--- config.mk ---
export PLATFORM = sky130hd
export DESIGN_NAME = cache_control
export DESIGN_NICKNAME = d
export VERILOG_FILES = /design/src/rtl/llc_pkg.sv /design/src/rtl/cache_control.sv
export SDC_FILE = /design/constraint.sdc
export NUM_CORES = 1
export LEC_CHECK = 0
export BUFFER_PORTS_ARGS = -buffer_cell sky130_fd_sc_hd__buf_2
export CORE_AREA = 2 2 44 46
export DETAILED_ROUTE_END_ITERATION = 7
export DIE_AREA = 0 0 46 48
export MAX_ROUTING_LAYER = met4
export PLACE_DENSITY_LB_ADDON = 0.08
export SLEW_MARGIN = 20
export SYNTH_ARGS = -nofsm -noshare
export SYNTH_HDL_FRONTEND = slang
export SYNTH_SLANG_ARGS = --single-unit
--- constraint.sdc ---
create_clock -name clk -period 6.1 [get_ports clk]
set_input_delay 0.915 -clock clk [delete_from_list [all_inputs] [get_ports clk]]
set_output_delay 0.915 -clock clk [all_outputs]
set_load 0.05 [all_outputs]
--- src/rtl/llc_pkg.sv ---
package llc_pkg;

    localparam int word_w   = 32;
    localparam int line_w   = 256;
    localparam int s_offset = 5;
    localparam int num_ways = 4;

    localparam int way_w          = $clog2(num_ways);
    localparam int words_per_line = line_w / word_w;
    localparam int bytes_per_line = line_w / 8;

    // one cache line, raw or as words (word 0 in the low bits)
    typedef union packed {
        logic [line_w-1:0]                     bits;
        logic [words_per_line-1:0][word_w-1:0] words;
    } llc_line_u;

    // data written into the selected way
    typedef enum logic {
        cpu_merge,
        mem_fill
    } dimux_sel_t;

    // memory request address
    typedef enum logic {
        cpu_line,
        victim_line
    } addrmux_sel_t;

    // byte enables of the selected way
    typedef enum logic [1:0] {
        zeros,
        ones,
        byte_mask
    } wemux_sel_t;

endpackage : llc_pkg

--- src/rtl/cache_control.sv ---
module cache_control
    import llc_pkg::*;
(
    input  logic             clk,
    input  logic             arst_n_i,
    input  logic             cpu_req_valid_i,
    input  logic             cpu_we_i,
    input  logic             hit_i,
    input  logic [way_w-1:0] hit_way_i,
    input  logic [way_w-1:0] victim_way_i,
    input  logic             victim_dirty_i,
    input  logic             mem_credit_i,
    input  logic             mem_resp_valid_i,
    output logic             cpu_credit_o,
    output logic             cpu_resp_valid_o,
    output logic             mem_req_valid_o,
    output logic             mem_req_we_o,
    output logic             capture_o,
    output logic [way_w-1:0] way_sel_o,
    output dimux_sel_t       dimux_sel_o,
    output wemux_sel_t       wemux_sel_o,
    output addrmux_sel_t     addrmux_sel_o,
    output logic             tag_load_o,
    output logic             valid_load_o,
    output logic             dirty_load_o,
    output logic             lru_load_o,
    output logic             valid_in_o,
    output logic             dirty_in_o
);

    localparam logic [2:0] idle      = 3'd0;
    localparam logic [2:0] lookup    = 3'd1;
    localparam logic [2:0] wb_req    = 3'd2;
    localparam logic [2:0] wb_wait   = 3'd3;
    localparam logic [2:0] fill_req  = 3'd4;
    localparam logic [2:0] fill_wait = 3'd5;

    localparam int credit_w = 4;

    logic [2:0]          state_q;
    logic [2:0]          state_d;
    logic [credit_w-1:0] credit_q;
    logic [credit_w-1:0] credit_d;
    logic                init_q;
    logic                we_q;

    always_ff @(posedge clk or negedge arst_n_i) begin
        if (!arst_n_i) begin
            state_q  <= idle;
            credit_q <= '0;
            init_q   <= 1'b1;
        end else begin
            state_q  <= state_d;
            credit_q <= credit_d;
            init_q   <= 1'b0;
        end
    end

    always_ff @(posedge clk) begin
        if (capture_o) begin
            we_q <= cpu_we_i;
        end
    end

    // credit back once after reset, then with every response
    assign cpu_credit_o = init_q || cpu_resp_valid_o;

    always_comb begin
        state_d          = state_q;
        capture_o        = 1'b0;
        cpu_resp_valid_o = 1'b0;
        mem_req_valid_o  = 1'b0;
        mem_req_we_o     = 1'b0;
        way_sel_o        = hit_way_i;
        dimux_sel_o      = cpu_merge;
        wemux_sel_o      = zeros;
        addrmux_sel_o    = cpu_line;
        tag_load_o       = 1'b0;
        valid_load_o     = 1'b0;
        dirty_load_o     = 1'b0;
        lru_load_o       = 1'b0;
        valid_in_o       = 1'b0;
        dirty_in_o       = 1'b0;
        unique case (state_q)
            idle: begin
                if (cpu_req_valid_i) begin
                    capture_o = 1'b1;
                    state_d   = lookup;
                end
            end
            lookup: begin
                if (hit_i) begin
                    cpu_resp_valid_o = 1'b1;
                    lru_load_o       = 1'b1;
                    if (we_q) begin
                        wemux_sel_o  = byte_mask;
                        dirty_load_o = 1'b1;
                        dirty_in_o   = 1'b1;
                    end
                    state_d = idle;
                end else if (victim_dirty_i) begin
                    state_d = wb_req;
                end else begin
                    state_d = fill_req;
                end
            end
            wb_req: begin
                way_sel_o     = victim_way_i;
                addrmux_sel_o = victim_line;
                mem_req_we_o  = 1'b1;
                if (credit_q != '0) begin
                    mem_req_valid_o = 1'b1;
                    state_d         = wb_wait;
                end
            end
            wb_wait: begin
                way_sel_o = victim_way_i;
                if (mem_resp_valid_i) begin
                    state_d = fill_req;
                end
            end
            fill_req: begin
                if (credit_q != '0) begin
                    mem_req_valid_o = 1'b1;
                    state_d         = fill_wait;
                end
            end
            fill_wait: begin
                way_sel_o   = victim_way_i;
                dimux_sel_o = mem_fill;
                if (mem_resp_valid_i) begin
                    // install clean line, lookup then hits
                    wemux_sel_o  = ones;
                    tag_load_o   = 1'b1;
                    valid_load_o = 1'b1;
                    valid_in_o   = 1'b1;
                    dirty_load_o = 1'b1;
                    state_d      = lookup;
                end
            end
            default: state_d = idle;
        endcase
    end

    // saturates, a grant and a spend in one cycle cancel
    always_comb begin
        credit_d = credit_q;
        if (mem_credit_i && !mem_req_valid_o) begin
            if (credit_q != '1) begin
                credit_d = credit_q + 1'b1;
            end
        end else if (!mem_credit_i && mem_req_valid_o) begin
            credit_d = credit_q - 1'b1;
        end
    end

endmodule : cache_control

* Word-level counts from Yosys, hierarchy flattened
Index checks and enable logic that the tools add are counted.
** Cells by class
- Add/sub/neg operators :: 2
- Eq/ne operators :: 12
- Multiplexer cells :: 30
- Reduce and logical (&&, ||, !) cells :: 12
** Operators by type and width (count)
- two-way mux 3 bit :: 7
- case mux 3 bit (6 select lines) :: 1
- two-way mux 1 bit :: 14
- two-way mux 4 bit :: 3
- != test 2 bit (second input constant) :: 5
- equality test 3 x 2 -> 1 bit (second input constant) :: 2
- equality test 3 bit (second input constant) :: 2
- two-way mux 2 bit :: 3
- AND reduction 5 bit :: 1
- adder 4 x 1 -> 4 bit (second input constant) :: 1
- != test 4 bit (second input constant) :: 1
- case mux 2 bit (2 select lines) :: 1
- nonzero test 4 bit :: 1
- subtractor 4 x 1 -> 4 bit (second input constant) :: 1
- equality test 3 x 1 -> 1 bit (second input constant) :: 1
- zero test 3 bit :: 1
- OR reduction 3 bit :: 1
- logical AND 1 bit :: 2
- zero test 1 bit :: 2
- != test 2 x 1 -> 1 bit (second input constant) :: 1
- case mux 1 bit (2 select lines) :: 1
- AND reduction 2 bit :: 1
- nonzero test 2 bit :: 1
- OR reduction 2 bit :: 1
- logical OR 1 bit :: 1
** Word-level totals
- Output and inout bits :: 17
- Register bits :: 9
- Word-level logic and storage cells :: 60
- Input port bits :: 12

* Longest topological paths before layout
Gate-level depths: netlist of the first run.
- Word-level depth :: 7
- Mapped depth :: 8
- Depth with buffers taken out :: 8

* Least setup slack after synthesis of the first run
No wires, ideal clock.
- Path kind :: input to output
- Start :: input hit_i
- End :: output dirty_load_o
- Stages :: 4
- Buffers on the path :: 0
- Arrival time :: 3.211 ns
- Slack :: 1.974 ns
- Cells stage by stage :: inv_1 nor3b_1 and2_1 or2_2
** On the way
- Word-level cells in the longest chain between the ends :: 2
** RTL lines
- start: declaration :: RTL line cache_control.sv:8 : input logic hit_i,
- two-way mux 1 bit :: RTL line cache_control.sv:92 : if (hit_i) begin
- case mux 1 bit (2 select lines) :: RTL line cache_control.sv:84 : unique case (state_q)
- end: declaration :: RTL line cache_control.sv:25 : output logic dirty_load_o,
No other way between the ends.

* Final worst setup path of the first run
- Start :: register state_q[0]
- End :: output dirty_load_o
** On the way
- Word-level cells in the longest chain between the ends :: 2
** RTL lines
- start: declaration :: RTL line cache_control.sv:40 : logic [2:0] state_q;
- start signal: assignment :: RTL line cache_control.sv:49 : state_q <= idle;
- start signal: assignment :: RTL line cache_control.sv:53 : state_q <= state_d;
- equality test 3 bit / equality test 3 x 1 -> 1 bit (equally long branches) :: RTL line cache_control.sv:84
- case mux 1 bit (2 select lines) (*) :: RTL line cache_control.sv:84
Every way passes the cells marked *; elsewhere a longest branch is shown, timed or not.

==> impl_results.md, run 1 <==
* Slowest CP cell: dfrtp_1
* CP Buf/Inv Count at 1
* Clk slew on worst S/H paths at 60 ps
* Flop pwr share at 26.5%
* TritonRoute pass-1 iters at 4
* Setup TNS at 0 ps
* Core ar. at 0.00169 mm2
* P_sw at 0.000303 W
* Initial antenna violation count at 0
* Seq/Total Area, Yosys at 31.8%
* P_int at 0.000240 W
* Clock Tree Buf Depth at 2
* Design area at 866 um2
* Post-Syn Area at 727 um2
* EDFF count, synth at 1
* Postcts setup bufs at 0
* Clock Sink Count at 9
* Clk Latency, worst-skew pair at 260 ps
* Tcrit/Tclk final at 47.5%
* F_max at 345 MHz
* Sw Ratio at 55.8%
* DIE WIDTH at 46 um
* Critical path endpoint category: primary output
* Antenna viol nets, final at 0
* Core Rows at 15
* Status: finished, final reports clean
* Worst path max stage delay at 530 ps
* Clock power share at 8.2%
* H-tree Lvls at 1
* Post-CTS resize count at 0
* Syn nets at 93
* FF+latch count, synth at 9
* IR Drop Worst-Case VDD at 316 uV
* Post-Place Setup Slack at 3240 ps
* Min-Delay Path Class: input pin to async pin
* Max cap viols at 0
* DIE AREA at 0.00221 mm2
* Logic pwr share at 65.2%
* Critical-path cell list: nor2b_1 -> nor3b_1 -> and2_1 -> or2_2 -> buf_2
* Area after DPL at 840 um2
* Starting Density at 43.0%
* Vias in the first global route at 501
* Number of I/O pins at 29
* Routed length per instance at 11.7 um
* Req. time, crit path at 5180 ps
* Hold buffer count at CTS at 0
* Post-Layout Cell Count at 119
* Distinct cell type count of the synthesized netlist at 42
* DR iter-0 viols at 5
* Final WL at 1390 um
* Share of layout cells above drive strength 1 at 37.3%
* RSZ-0062 raised after global routing: no
* Synthesis Warnings at 0
* P per Cell Area at 628 mW/mm2
* Gp weighted congestion at 0.769
* CTS Buf Count at 3
* Final Skew at 2.88 ps
* Number of diodes at 0
* Layout area overhead at 19.1%
* Synth async-reset ratio at 88.9%
* Vias per inst at 5.41
* First-pass GRT wire length at 2190 um
* Syn avg cell area at 9.32 um2
* Crit start category: flip-flop
* WP data arrival at 1980 ps
* Delay-heaviest family, CP: simple AND/OR/NAND/NOR gates
* Fillers at 173
* Layout Nets at 118
* Die Height at 48 um
* Post-layout minimum cycle time at 2900 ps
* I/O Buffers at 28
* CTS tree: built
* Tot Pwr at 0.000543 W
* Setup WS post-layout at 3200 ps
* # DRC at 0
* Total GRT Usage at 14.1%
* Final Hold Fails at 0
* Critical path class: flip-flop to primary output
* Dominant synthesized flop cell: dfrtp_1
* Pleak at 0.421 nW
* Post-DP HPWL at 1100 um
* GRT overflow at 0
* Critical Path Fanout Max at 11
* Dpl cells at 115
* Fin. max-slew vios at 0
* Setup violations, final at 0
* Largest net degree at the start of global routing at 12
* Via count at 644
* Synth Instances at 78
* Root buffer cell: clkbuf_4
==> synth_stat cells (2+ instances only) <==
cell	instances	area, um2
nor2_1	4	15.0
mux2_2	2	22.5
and2_1	3	18.8
xor2_1	3	26.3
nand2_1	2	7.51
a21oi_1	3	15.0
nor3_1	2	10.0
inv_1	2	7.51
nand2b_1	5	31.3
o21a_1	2	15.0
o22ai_1	2	12.5
dfrtp_1	7	175
buf_4	5	37.5
clkbuf_1	3	11.3
or2_2	2	12.5
ha_1	2	25.0
o21ai_0	3	15.0
and3_1	2	12.5
==> layout by cell type, fill, tap and decap left out, types with 2 or more instances in the layout <==
cell / Yosys / final
nand2b_1: 5 / 5
inv_1: 2 / 2
and2_1: 3 / 3
o21ai_0: 3 / 3
nand2_1: 2 / 2
o22ai_1: 2 / 2
nor3_1: 2 / 2
or2_2: 2 / 2
xor2_1: 3 / 3
a21oi_1: 3 / 3
dfrtp_1: 7 / 7
o21a_1: 2 / 2
and3_1: 2 / 2
clkbuf_4: 0 / 3
mux2_2: 2 / 2
buf_2: 0 / 28
ha_1: 2 / 2
nor2_1: 4 / 4
==> worst register-to-register path, cell delays in order (launching register included) <==
cell,delay [ps]
dfrtp_1,480
xnor2_1,440
nor3_4,120
nand2b_1,220
fa_1,520
nor2_1,40
mux2_1,290
a31oi_1,170
==> power by group through the flow <==
stage / registers [W] / clock network, W / logic [W]
2_1_floorplan: 0.000123 / 0 / 0.000320
3_3_place_gp: 0.000144 / 0 / 0.000354
3_5_place_dp: 0.000145 / 0 / 0.000357
4_1_cts: 0.000144 / 0.0000477 / 0.000358
5_1_grt: 0.000151 / 0.0000512 / 0.000393
6_report: 0.000144 / 0.0000448 / 0.000354
==> layout make-up <==
cell class                      count  area (um2)  share of cell area [%]
Multi-Input combinational cell     59         439                    50.7
Sequential cell                     9         231                    26.7
Timing Repair Buffer               28         140                    16.2
Clock buffer                        4        26.3                    3.03
Tap cell                           17        21.3                    2.46
Inverter                            2        7.51                   0.867
==> sequential cells by signal, indices dropped and copies added (netlist names) <==
name      flops
state_q       3
init_q        1
we_q          1
credit_q      4
==> logic make-up after synthesis <==
group | after synthesis | share of synthesized area [%]
and+or+nand+nor | 29 | 26.5
adders and majority gates | 3 | 6.20
xor gates and xnor gates | 4 | 4.82
other | 1 | 0.516
AOI/OAI and AO/OA | 19 | 17.7
buffers and inverters | 10 | 7.75
muxes | 3 | 4.65
DFF | 9 | 31.8
==> worst paths after layout <==
| path | slack [ps] | start | end | cells after the start |
|---|---|---|---|---|
| max | 3200 | state_q[0] | dirty_load_o | 5 |
| min | 490 | arst_n_i | state_q[1] | 1 |
| max reg2reg | 3730 | state_q[2] | credit_q[1] | 7 |
| min reg2reg | 630 | credit_q[3] | credit_q[3] | 1 |
| max in group asynchronous | 5380 | arst_n_i | init_q | 1 |
| min in group clk | 630 | credit_q[3] | credit_q[3] | 1 |
==> stage by stage <==
step,util [%],hold slack (ps)
finish,51.3,486
global route,51.3,479
CTS,51.3,481
detailed placement,49.7,609
global placement,49.7,603
floorplan,-,543
==> metal layers <==
metal,up-vias,wire length [um],track usage [%]
met5,-,0,-
met4,0,0,3.43
met3,0,89,3.40
met2,24,665,23.6
met1,295,639,17.1
li1,325,-,-
No activity file was read; power rests on OpenSTA's default activity.
==> run 2, diff against run 1 <==
==> constraint.sdc (replaced) <==
create_clock -name clk -period 2.9 [get_ports clk]
set_input_delay 0.435 -clock clk [delete_from_list [all_inputs] [get_ports clk]]
set_output_delay 0.435 -clock clk [all_outputs]
set_load 0.05 [all_outputs]
==> impl_results.md, run 2 (synthesis gave the netlist of run 1 again) <==
* Post-CTS resize count at 0 (unchanged)
* Clock Sink Count at 9 (unchanged)
* Clk slew on worst S/H paths at 60 ps (about the same)
* Pleak at 0.424 nW (+0.50%)
* Setup violations, final at 0 (unchanged)
* Layout Nets at 118 (unchanged)
* Layout area overhead at 19.8%
* Gp weighted congestion at 0.804 (+4.5%)
* Post-DP HPWL at 1160 um (+5.3%)
* Total GRT Usage at 13.6% (-0.53 points)
* CTS tree: built
* Root buffer cell: clkbuf_4
* DR iter-0 viols at 10 (+5)
* # DRC at 0 (unchanged)
* Critical Path Fanout Max at 11 (unchanged)
* Initial antenna violation count at 0 (unchanged)
* Critical path class: flip-flop to flip-flop
* WP data arrival at 2570 ps (+590 ps)
* P per Cell Area at 1320 mW/mm2 (+110%)
* Fin. max-slew vios at 0 (unchanged)
* DIE AREA at 0.00221 mm2 (unchanged)
* Most common cell after layout, fill and taps aside: buf_2
* Via count at 643 (-0.16%)
* Critical path endpoint category: flip-flop
* Finished Core Util at 51.6% (+0.30 points)
* Delay-heaviest family, CP: XOR/XNOR gates
* Worst reg-to-reg path cell count at 8 (+1)
* CTS Buf Count at 3 (unchanged)
* Postcts setup bufs at 0 (unchanged)
* Number of diodes at 0 (unchanged)
* Number of I/O pins at 29 (unchanged)
* Core ar. at 0.00169 mm2 (unchanged)
* TritonRoute pass-1 iters at 4 (unchanged)
* Hold buffer count at CTS at 0 (unchanged)
* Slowest CP cell: dfrtp_1
* Core Rows at 15 (unchanged)
* H-tree Lvls at 1 (unchanged)
* First-pass GRT wire length at 2060 um (-5.7%)
* DIE WIDTH at 46 um (unchanged)
* Min-Delay Path Class: input pin to async pin
* RSZ-0062 raised after global routing: no
* F_max at 419 MHz
* Status: finished, final reports clean
* Vias in the first global route at 510 (+1.8%)
* Critical-path cell list: xnor2_1 -> nor3_4 -> nand2b_1 -> ha_1 -> a21o_1 -> a211oi_1 -> o2bb2ai_1 -> xor2_1
* Design area at 871 um2 (+0.58%)
* Commonest cells after routing, fill and taps aside: buf_2 (28), dfrtp_1 (7), nand2b_1 (5)
* Area after DPL at 845 um2 (+0.60%)
* Final hold slack at 6.41 ps (-480 ps)
* Req. time, crit path at 3080 ps (-2100 ps)
* Final WL at 1440 um (+3.6%)
* Worst path max stage delay at 490 ps (-40 ps)
* IR Drop Worst-Case VDD at 591 uV (+87%)
* Routed length per instance at 12.1 um (+3.6%)
* Final Skew at 1.49 ps (-1.39 ps)
* CP Buf/Inv Count at 0 (-1)
* WP depth at 8 (+3)
* Biggest regs: credit_q: 4 flops, state_q: 3 flops
* GRT overflow at 0 (unchanged)
* Vias per inst at 5.40 (-0.16%)
* Max reg flops at 4 (unchanged)
* Final Hold Fails at 0 (unchanged)
* Clk Latency, worst-skew pair at 260 ps (about the same)
* Tcrit/Tclk final at 82.3%
* Setup TNS at 0 ps (unchanged)
* Post-layout minimum cycle time at 2390 ps
* Share of layout cells above drive strength 1 at 38.2% (+0.98 points)
* Die Height at 48 um (unchanged)
* Biggest register: credit_q
* Starting Density at 43.0% (unchanged)
* Crit start category: flip-flop
* Max cap viols at 0 (unchanged)
* I/O Buffers at 28 (unchanged)
* Antenna viol nets, final at 0 (unchanged)
* Largest net degree at the start of global routing at 12 (unchanged)
* Clock Tree Buf Depth at 2 (unchanged)
==> run 2: changes by cell type in the layout (fill, tap and decap cells not counted) <==
cell,previous run,this run
nor3b_2,0,1
nor3b_1,1,0
==> run 2: final timing paths <==
kind	startpoint	end	slack (ps)
worst max-delay path	state_q[2]	credit_q[3]	510
min in group clk	cpu_we_i	we_q	360
worst min-delay path	arst_n_i	state_q[2]	6
max in group asynchronous	arst_n_i	init_q	2660
worst max register to register	state_q[2]	credit_q[3]	510
worst min register to register	credit_q[3]	credit_q[3]	610
==> run 2: area by class of cell <==
type,count,area [um2]
multi-input combinational,59,444
inverter,2,7.51
clock buffer,4,26.3
fill,160,818
sequential,9,231
tap,17,21.3
timing repair buffer,28,140
==> run 2: power by group <==
group          total (W)  switching [W]  internal [W]  leakage (nW)
logic           0.000749       0.000476      0.000272         0.306
registers       0.000303       0.000121      0.000183         0.103
clock network  0.0000962      0.0000432     0.0000530        0.0150
total            0.00115       0.000640      0.000508         0.424
==> run 2: per-layer routing <==
layer / vias up / share of wire (%) / GRT usage (%)
li1: 324 / - / -
met1: 301 / 45 / 16.7
met2: 18 / 49 / 20.8
met3: 0 / 5.7 / 5.66
met4: 0 / 0 / 2.86
met5: - / 0 / -
==> run 2: through the flow <==
step                worst slack (ps)  total power, W  instances
floorplan                        173        0.000932         78
CTS                              516         0.00116        119
global route                     354         0.00124        119
global placement                 570         0.00105        115
finish                           514         0.00115        119
detailed placement               540         0.00105        115
